File: src/rtl/cga_macros.svh
/*
 * Architectural widths and control-word field positions of the CGA data path.
 * Included by every RTL file that sizes a port or slices the control word.
 */
`ifndef CGA_MACROS_SVH
`define CGA_MACROS_SVH

`define CGA_DATA_W 16 // Data path width
`define CGA_REG_N  16 // Working registers
`define CGA_RSEL_W 4  // Register select
`define CGA_PIL_W  4  // Interrupt level
`define CGA_CS_W   17 // Control word

// Low bit of each control-word field, packed from bit 0 upward
`define CGA_CS_ALU_OP_LO 0  // 3 bits
`define CGA_CS_LAA_LO    3  // 4 bits
`define CGA_CS_LBA_LO    7  // 4 bits
`define CGA_CS_BDEST_LO  11 // 1 bit
`define CGA_CS_IDBS_LO   12 // 2 bits
`define CGA_CS_INTR_LO   14 // 2 bits
`define CGA_CS_EDO_LO    16 // 1 bit

`endif
File: src/rtl/cga_pkg.sv
/*
 * Shared types of the CGA data path: control fields, flags and data words.
 * Imported by the decoder, the control interface and the datapath blocks.
 */
`default_nettype none
`include "cga_macros.svh"

package cga_pkg;

  typedef logic [`CGA_DATA_W-1:0] data_t; // One bus word
  typedef logic [`CGA_RSEL_W-1:0] rsel_t; // Register select
  typedef logic [`CGA_PIL_W-1:0]  pil_t;  // Interrupt level

  typedef enum logic [2:0] {
    ALU_ADD      = 3'd0,
    ALU_SUB      = 3'd1,
    ALU_AND      = 3'd2,
    ALU_OR       = 3'd3,
    ALU_XOR      = 3'd4,
    ALU_PASS_A   = 3'd5,
    ALU_PASS_IDB = 3'd6, // Result taken from the internal input bus
    ALU_NOP      = 3'd7
  } alu_op_e;

  typedef enum logic [1:0] {
    IDB_ALU    = 2'd0, // Only the ALU drives the bus
    IDB_EXT    = 2'd1,
    IDB_STATUS = 2'd2,
    IDB_MASK   = 2'd3
  } idb_src_e;

  typedef enum logic [1:0] {
    INTR_NONE   = 2'd0,
    INTR_LDMASK = 2'd1,
    INTR_CLEAR  = 2'd2,
    INTR_RSVD   = 2'd3 // Treated as NONE
  } intr_cmd_e;

  // MSB first, so alu_op lands on bit 0
  typedef struct packed {
    logic      edo;
    intr_cmd_e intr_cmd;
    idb_src_e  idbs;
    logic      bdest;
    rsel_t     lba;
    rsel_t     laa;
    alu_op_e   alu_op;
  } cs_word_t;

  typedef struct packed {
    logic sign;
    logic ovf;
    logic carry;
    logic zero; // Bit 0 of the status word
  } alu_flags_t;

endpackage

`default_nettype wire

File: src/rtl/cga_cs_if.sv
/*
 * Decoded control fields, driven by the decoder once per control word and
 * read by the register file, ALU, interrupt controller and bus control.
 */
`timescale 1ns/10ps
`default_nettype none
`include "cga_macros.svh"

interface cga_cs_if import cga_pkg::*; ();

  alu_op_e   alu_op;
  rsel_t     laa;       // A operand select
  rsel_t     lba;       // B operand and destination select
  logic      reg_we;    // Write bus into lba
  logic      alu_drive; // ALU result onto the bus
  idb_src_e  idbs;
  intr_cmd_e intr_cmd;
  logic      edo;       // External bus output enable

  modport dcd    (output alu_op, laa, lba, reg_we, alu_drive, idbs, intr_cmd, edo);
  modport wrf    (input laa, lba, reg_we);
  modport alu    (input alu_op, alu_drive);
  modport intr   (input intr_cmd);
  modport idbctl (input idbs, edo);

endinterface

`default_nettype wire

File: src/rtl/cga.sv
/*
 * CGA data path top level. Connects decoder, register file, ALU, interrupt
 * controller and bus control; one control word is consumed per sysclk edge.
 */
`timescale 1ns/10ps
`default_nettype none
`include "cga_macros.svh"

module cga (
  input  logic                  sysclk,
  input  logic                  rst,
  input  logic [`CGA_CS_W-1:0]  cs_word,   // Control-store word
  input  logic [`CGA_DATA_W-1:0] xfidb_in, // External data bus in
  input  logic [4:0]            bint_n,    // Bus interrupts 10, 11, 12, 13, 15
  output logic [`CGA_DATA_W-1:0] xfidb_out,
  output logic [`CGA_PIL_W-1:0] pil,
  output logic                  intrq_n
);

  logic [`CGA_DATA_W-1:0] a;       // A operand
  logic [`CGA_DATA_W-1:0] b;       // B operand
  logic [`CGA_DATA_W-1:0] alu_bus;
  logic [`CGA_DATA_W-1:0] fidbi;
  logic [`CGA_DATA_W-1:0] fidbo;   // Merged internal bus
  logic [`CGA_DATA_W-1:0] picmask;
  logic [3:0]             flags;   // Zero, carry, ovf, sign

  cga_cs_if cs_if ();

  cga_dcd u_dcd (
    .cs_word (cs_word),
    .cs      (cs_if.dcd)
  );

  cga_wrf u_wrf (
    .sysclk (sysclk),
    .rst    (rst),
    .cs     (cs_if.wrf),
    .wdata  (fidbo),
    .a      (a),
    .b      (b)
  );

  cga_alu u_alu (
    .sysclk  (sysclk),
    .rst     (rst),
    .cs      (cs_if.alu),
    .a       (a),
    .b       (b),
    .fidbi   (fidbi),
    .alu_bus (alu_bus),
    .flags   (flags)
  );

  cga_intr u_intr (
    .sysclk  (sysclk),
    .rst     (rst),
    .cs      (cs_if.intr),
    .bint_n  (bint_n),
    .fidbo   (fidbo),
    .picmask (picmask),
    .pil     (pil),
    .intrq_n (intrq_n)
  );

  cga_idbctl u_idbctl (
    .cs        (cs_if.idbctl),
    .xfidb_in  (xfidb_in),
    .alu_bus   (alu_bus),
    .flags     (flags),
    .pil       (pil),
    .picmask   (picmask),
    .fidbi     (fidbi),
    .fidbo     (fidbo),
    .xfidb_out (xfidb_out)
  );

endmodule

`default_nettype wire

File: src/rtl/cga_idbctl.sv
/*
 * Internal bus control. Selects the internal source, merges it with the ALU
 * output onto fidbo and drives the external bus when edo is set.
 */
`timescale 1ns/10ps
`default_nettype none
`include "cga_macros.svh"

module cga_idbctl import cga_pkg::*; (
  cga_cs_if.idbctl   cs,
  input  data_t      xfidb_in,  // External bus in
  input  data_t      alu_bus,
  input  alu_flags_t flags,
  input  pil_t       pil,
  input  data_t      picmask,
  output data_t      fidbi,     // Selected internal source
  output data_t      fidbo,     // Merged bus
  output data_t      xfidb_out  // External bus out
);

  data_t status; // Flags and current level

  // Flags in 3..0, pil in 7..4
  assign status = {{(`CGA_DATA_W - `CGA_PIL_W - $bits(alu_flags_t)){1'b0}}, pil, flags};

  always_comb begin
    case (cs.idbs)
      IDB_EXT:    fidbi = xfidb_in;
      IDB_STATUS: fidbi = status;
      IDB_MASK:   fidbi = picmask;
      default:    fidbi = '0; // ALU alone
    endcase
  end

  // Wired-OR of the sources
  assign fidbo = fidbi | alu_bus;

  assign xfidb_out = cs.edo ? fidbo : '0;

endmodule

`default_nettype wire

File: src/rtl/cga_intr.sv
/*
 * Priority interrupt controller for bus levels 10, 11, 12, 13 and 15.
 * Holds pending bits and the mask; pil is the highest enabled pending level.
 */
`timescale 1ns/10ps
`default_nettype none
`include "cga_macros.svh"

module cga_intr import cga_pkg::*; (
  input  logic       sysclk,
  input  logic       rst,
  cga_cs_if.intr     cs,
  input  logic [4:0] bint_n,  // Levels 10, 11, 12, 13, 15, active low
  input  data_t      fidbo,   // Mask load source
  output data_t      picmask,
  output pil_t       pil,
  output logic       intrq_n
);

  logic [4:0] pend;   // Pending requests, same order as bint_n
  data_t      mask_q; // Bit n enables level n
  logic [4:0] act;    // Pending and enabled
  logic [4:0] top;    // One-hot of the winning request

  assign act = pend & {mask_q[15], mask_q[13], mask_q[12], mask_q[11], mask_q[10]};

  // Fixed priority, level 15 highest
  always_comb begin
    top = '0;
    pil = '0;
    if (act[4]) begin
      top[4] = 1'b1;
      pil    = pil_t'(15);
    end else if (act[3]) begin
      top[3] = 1'b1;
      pil    = pil_t'(13);
    end else if (act[2]) begin
      top[2] = 1'b1;
      pil    = pil_t'(12);
    end else if (act[1]) begin
      top[1] = 1'b1;
      pil    = pil_t'(11);
    end else if (act[0]) begin
      top[0] = 1'b1;
      pil    = pil_t'(10);
    end
  end

  always_ff @(posedge sysclk) begin
    if (rst) begin
      pend   <= '0;
      mask_q <= '0;
    end else begin
      if (cs.intr_cmd == INTR_CLEAR) begin
        pend <= (pend | ~bint_n) & ~top; // Clear beats a new request
      end else begin
        pend <= pend | ~bint_n;
      end
      if (cs.intr_cmd == INTR_LDMASK) mask_q <= fidbo;
    end
  end

  assign picmask = mask_q;
  assign intrq_n = (pil == '0);

endmodule

`default_nettype wire

File: src/rtl/cga_alu.sv
/*
 * ALU with flag register. The result is combinational and goes onto the
 * internal bus under alu_drive; the flags update at the clock edge.
 */
`timescale 1ns/10ps
`default_nettype none
`include "cga_macros.svh"

module cga_alu import cga_pkg::*; (
  input  logic       sysclk,
  input  logic       rst,
  cga_cs_if.alu      cs,
  input  data_t      a,
  input  data_t      b,
  input  data_t      fidbi,   // Internal input bus
  output data_t      alu_bus, // Zero unless driving
  output alu_flags_t flags
);

  logic                 sub;    // Subtract select
  data_t                b_in;   // B or its complement
  logic [`CGA_DATA_W:0] sum;    // Extra bit for carry
  data_t                result;
  logic                 ovf;
  alu_flags_t           flags_q;

  // Shared adder, SUB as A + ~B + 1
  assign sub  = (cs.alu_op == ALU_SUB);
  assign b_in = sub ? ~b : b;
  assign sum  = {1'b0, a} + {1'b0, b_in} + {{`CGA_DATA_W{1'b0}}, sub};

  // Same-sign operands giving a result of the other sign
  assign ovf = (a[`CGA_DATA_W-1] == b_in[`CGA_DATA_W-1]) &&
               (sum[`CGA_DATA_W-1] != a[`CGA_DATA_W-1]);

  always_comb begin
    case (cs.alu_op)
      ALU_ADD, ALU_SUB: result = sum[`CGA_DATA_W-1:0];
      ALU_AND:          result = a & b;
      ALU_OR:           result = a | b;
      ALU_XOR:          result = a ^ b;
      ALU_PASS_A:       result = a;
      ALU_PASS_IDB:     result = fidbi;
      default:          result = '0; // NOP
    endcase
  end

  assign alu_bus = cs.alu_drive ? result : '0;

  always_ff @(posedge sysclk) begin
    if (rst) begin
      flags_q <= '0;
    end else begin
      case (cs.alu_op)
        ALU_ADD, ALU_SUB: begin
          flags_q.carry <= sum[`CGA_DATA_W]; // SUB: set means no borrow
          flags_q.ovf   <= ovf;
          flags_q.zero  <= (result == '0);
          flags_q.sign  <= result[`CGA_DATA_W-1];
        end
        ALU_NOP: ;                           // Flags held
        default: begin                       // Carry and ovf held
          flags_q.zero <= (result == '0);
          flags_q.sign <= result[`CGA_DATA_W-1];
        end
      endcase
    end
  end

  assign flags = flags_q;

endmodule

`default_nettype wire

File: src/rtl/cga_wrf.sv
/*
 * Working register file, sixteen 16-bit registers.
 * Two combinational read ports (laa, lba) and one write port at lba.
 */
`timescale 1ns/10ps
`default_nettype none
`include "cga_macros.svh"

module cga_wrf import cga_pkg::*; (
  input  logic  sysclk,
  input  logic  rst,
  cga_cs_if.wrf cs,
  input  data_t wdata, // Merged internal bus
  output data_t a,     // A operand
  output data_t b      // B operand
);

  data_t regs [`CGA_REG_N]; // Register array

  // Write port, destination shares the B select
  always_ff @(posedge sysclk) begin
    if (rst) begin
      for (int i = 0; i < `CGA_REG_N; i++) begin
        regs[i] <= '0; // All registers read zero after reset
      end
    end else if (cs.reg_we) begin
      regs[cs.lba] <= wdata;
    end
  end

  // Read ports
  assign a = regs[cs.laa];
  assign b = regs[cs.lba]; // Old value until the edge

endmodule

`default_nettype wire

File: src/rtl/cga_dcd.sv
/*
 * Control-word decoder. Splits the raw word into its fields and derives
 * the register write and ALU bus enables. Purely combinational.
 */
`timescale 1ns/10ps
`default_nettype none
`include "cga_macros.svh"

module cga_dcd import cga_pkg::*; (
  input  logic [`CGA_CS_W-1:0] cs_word, // Raw control-store word
  cga_cs_if.dcd                cs
);

  cs_word_t cw; // Typed view of the word

  // Fields picked by their macro positions
  always_comb begin
    cw.alu_op   = alu_op_e'(cs_word[`CGA_CS_ALU_OP_LO +: $bits(alu_op_e)]);
    cw.laa      = cs_word[`CGA_CS_LAA_LO +: `CGA_RSEL_W];
    cw.lba      = cs_word[`CGA_CS_LBA_LO +: `CGA_RSEL_W];
    cw.bdest    = cs_word[`CGA_CS_BDEST_LO];
    cw.idbs     = idb_src_e'(cs_word[`CGA_CS_IDBS_LO +: $bits(idb_src_e)]);
    cw.intr_cmd = intr_cmd_e'(cs_word[`CGA_CS_INTR_LO +: $bits(intr_cmd_e)]);
    cw.edo      = cs_word[`CGA_CS_EDO_LO];
  end

  // Plain fan-out
  assign cs.alu_op   = cw.alu_op;
  assign cs.laa      = cw.laa;
  assign cs.lba      = cw.lba;
  assign cs.idbs     = cw.idbs;
  assign cs.intr_cmd = cw.intr_cmd;
  assign cs.edo      = cw.edo;

  // NOP never writes back, even with bdest set
  assign cs.reg_we    = cw.bdest && (cw.alu_op != ALU_NOP);

  // PASS_IDB already takes its value from the bus,
  // so the ALU stays off the bus to avoid driving it twice
  assign cs.alu_drive = (cw.idbs == IDB_ALU) && (cw.alu_op != ALU_PASS_IDB);

endmodule

`default_nettype wire

File: config.mk
export PLATFORM = sky130hd
export DESIGN_NAME = cga
export DESIGN_NICKNAME = d
export VERILOG_FILES = /design/src/rtl/cga_pkg.sv /design/src/rtl/cga_cs_if.sv /design/src/rtl/cga.sv /design/src/rtl/cga_idbctl.sv /design/src/rtl/cga_intr.sv /design/src/rtl/cga_alu.sv /design/src/rtl/cga_wrf.sv /design/src/rtl/cga_dcd.sv
export VERILOG_INCLUDE_DIRS = /design/src /design/src/rtl
export SDC_FILE = /design/constraint.sdc
export NUM_CORES = 1
export LEC_CHECK = 0
export BUFFER_PORTS_ARGS = -buffer_cell sky130_fd_sc_hd__buf_4
export CAP_MARGIN = 30
export CORE_MARGIN = 3
export CORE_UTILIZATION = 63
export CTS_CLUSTER_DIAMETER = 200
export DETAILED_ROUTE_END_ITERATION = 10
export PLACE_DENSITY = 0.81
export SLEW_MARGIN = 20
export SYNTH_ARGS = -nofsm -noshare
export SYNTH_HDL_FRONTEND = slang
export SYNTH_HIERARCHICAL = 1
export SYNTH_SLANG_ARGS = --single-unit
File: constraint.sdc
create_clock -name sysclk -period 6.3 [get_ports sysclk]
set_clock_uncertainty 0.05 [all_clocks]
set_input_delay 0.63 -clock sysclk [delete_from_list [all_inputs] [get_ports sysclk]]
set_output_delay 0.63 -clock sysclk [all_outputs]
set_load 0.005 [all_outputs]
==> results.md <==
* Status: finished clean
* Number of synthesized flops with an enable pin at 256
* Hold Crit Start: bint_n[2]
* Initial antenna violation count at 1
* Global-route wire length before repair at 78.1 mm
* Pins over their slew limit at 0
* Final setup vio count at 0
* RR Startpoint: u_wrf/regs[11][4]
* Syn Std Cell Area at 17800 um^2
* Fin crit share at 0.913
* # rows at 60
* CTS resizes at 0
* Top FF cell, synth: edfxtp_1
* H-tree levels at 1
* Largest net degree at the start of global routing at 58
* GPL Wtd Cong at 0.978
* RSZ-0062 raised after global routing: false
* Main combinational cell family by area after synthesis: multiplexers
* Core area at 27400 um^2
* Seq cells post-synth at 281
* WHS Endpoint: u_intr/pend[2]
* Maximum clock rate at 174 MHz
* Ports at 61
* Number of global-route vias before repair at 12700
* Worst Tran Pin Value at 1050 ps
* Cell accounting for the most synthesized area: edfxtp_1
* Ratio of cells with drive above 1 in the final layout at 0.224
* Die area at 30400 um^2
* Fin crit period at 5750 ps
* DRC at 0
* Clk slew on worst S/H paths at 60 ps
* Simple-gate share of the synthesized area at 0.166
* TritonRoute pass-1 iters at 6
* Final setup margin at 547 ps
* Total GRT Usage at 0.342
* Avg Cell Area, Syn at 12.2 um^2
* Distinct cells, synth at 80
* Setup Crit Path Kind: primary input to primary output
* Design area at 19600 um^2
* Vias at 13100
* Port Buf Inserts at 60
* Die Ht at 174 um
* HP Class: primary input to flip-flop
* WHS Path Cells at 2
* Root Driver: clkbuf_16
* Top cell type's share of synthesized area at 0.431
* CTS tree: yes
* Clock latency on the worst-skew pair at 560 ps
* Gr ovfl total at 0
* Pwr dens at 246 nW/um^2
* Post-synthesis mux area share at 0.186
* Syn Nets at 1553
* CP max FO at 30
* Max-cap violations at 0
* # clock sinks at 281
* DP Area at 18500 um^2
* Nets at 1574
* Leakage at 7.45 nW
* Setup Fix Bufs, Post-CTS at 0
* Post-CTS Hold Fix Bufs at 0
* Synth Area in Compound Gates at 0.0935
* Hold_ws at 226 ps
* R2R Setup Slk at 1540 ps
* Area growth from synthesis to layout at 9.71%
* TNS Setup at 0 ps
* Ant diodes at 0
* Endpoints failing hold at 0
* Reg2reg end: u_wrf/regs[2][15]
* Post-Route WL at 52.5 mm
* Via density at 6.96
* Post-synthesis xor/xnor area fraction at 0.00982
* Synth Area in Adders at 0.0362
* Worst vdd ir at 0.233 mV
* Clock buffer depth at 3
* Ys async rst share at 0
* Synth top cells by count: and2_1, edfxtp_1, mux4_2
* Post-DP HPWL at 35.6 mm
* Worst R2R Path Depth at 17
* Yosys warning total at 6
* Final antenna-violating net count at 0
* Slew margin rel. at 0.303
* Initial core utilization at 0.651
* Area contributors post-synth: edfxtp_1, mux4_2, and2_1
* Synth Instances at 1462
* CTS Buf Count at 30
* Die Width at 174 um
* Worst slack, placed at 655 ps
* Worst Path Arrival at 5070 ps
* WL/cell at 27.9 um
* Cell with the most instances after synthesis: and2_1
* Worst setup EP type: primary output
* Worst setup SP type: primary input
* Worst EP required at 5620 ps
* Initial DRC count at 2168
* Post-synthesis sequential area ratio at 0.459
==> per-stage QoR <==
stage          cells  utilization  total power [mW]
2_1_floorplan   1462            -              2.78
4_1_cts         1875        0.712              4.79
5_1_grt         1879        0.714              4.96
6_report        1879        0.714              4.81
3_3_place_gp    1816        0.676              3.05
3_5_place_dp    1819        0.677              3.08
==> sequential cells by signal, indices dropped and copies added, names as in the netlist <==
register and cells:
u_wrf/regs 256, u_intr/picmask 16, u_alu/flags 4, u_intr/pend 5
==> where the power goes <==
group          leakage [nW]  internal, mW  switching [mW]
Clock                 0.477         0.979           0.748
Sequential             2.85          2.10          0.0422
Combinational          4.12         0.364           0.573
==> metal layers <==
layer | wire, um | global-route usage | share of wire
met5 | 0 | 0 | 0
met2 | 23500 | 0.514 | 0.45
met3 | 6560 | 0.0872 | 0.13
met1 | 19500 | 0.470 | 0.37
met4 | 2970 | 0.166 | 0.057
==> worst max path at each step <==
stage / startpoint / to / cells past startpoint
after floorplan: cs_word[1] / xfidb_out[15] / 20
after global placement: cs_word[7] / xfidb_out[12] / 18
after detailed placement: cs_word[7] / xfidb_out[15] / 20
after CTS: cs_word[7] / xfidb_out[15] / 20
after global routing: cs_word[7] / xfidb_out[15] / 20
final: cs_word[7] / xfidb_out[15] / 20
==> layout make-up <==
cell class,instances,area [um^2]
Sequential cell,281,8190
Timing Repair Buffer,118,957
Clock buffer,34,787
Clock inverter,22,170
Fill cell,1840,7840
Tap cell,372,465
Inverter,56,210
Multi-Input combinational cell,996,8780
==> critical path, stage by stage <==
cell and delay, ps:
buf_4 200, buf_12 270, buf_4 260, mux4_2 530
a22oi_1 300, nand2_1 160, inv_1 120, xnor2_1 80
ha_1 400, nand3_1 190, o22ai_1 80, or3_1 330
o31a_1 320, a21oi_2 220, mux2i_1 110, a21boi_0 400
nor2_1 110, nand2_1 100, o21ai_0 80, buf_4 150
==> cell usage in the layout, fill, tap and decap left out, types with 12 or more instances in the layout <==
cell type	synthesis	layout
nor2b_1	14	14
buf_4	19	110
mux2i_1	41	41
a22oi_1	66	66
or2_2	19	19
a21oi_1	43	43
edfxtp_1	256	256
nand2_1	99	99
and2_1	263	263
xnor2_1	19	19
dfxtp_1	25	25
clkbuf_16	0	31
nor2_1	48	48
ha_1	50	50
mux4_2	128	128
o21ai_0	30	30
o211ai_1	12	12
inv_1	54	54
==> cells by family (layout without fill, tap and decap cells) <==
family                     count (synthesis)  in the layout
and+or+nand+nor                          516            516
DFF                                      281            281
AOI/OAI and AO/OA                        238            238
buffers and inverters                    185            230
muxes                                    171            171
adders and majority gates                 51             51
xor gates and xnor gates                  20             20
Note: power is estimated with default switching activity, not from simulation.
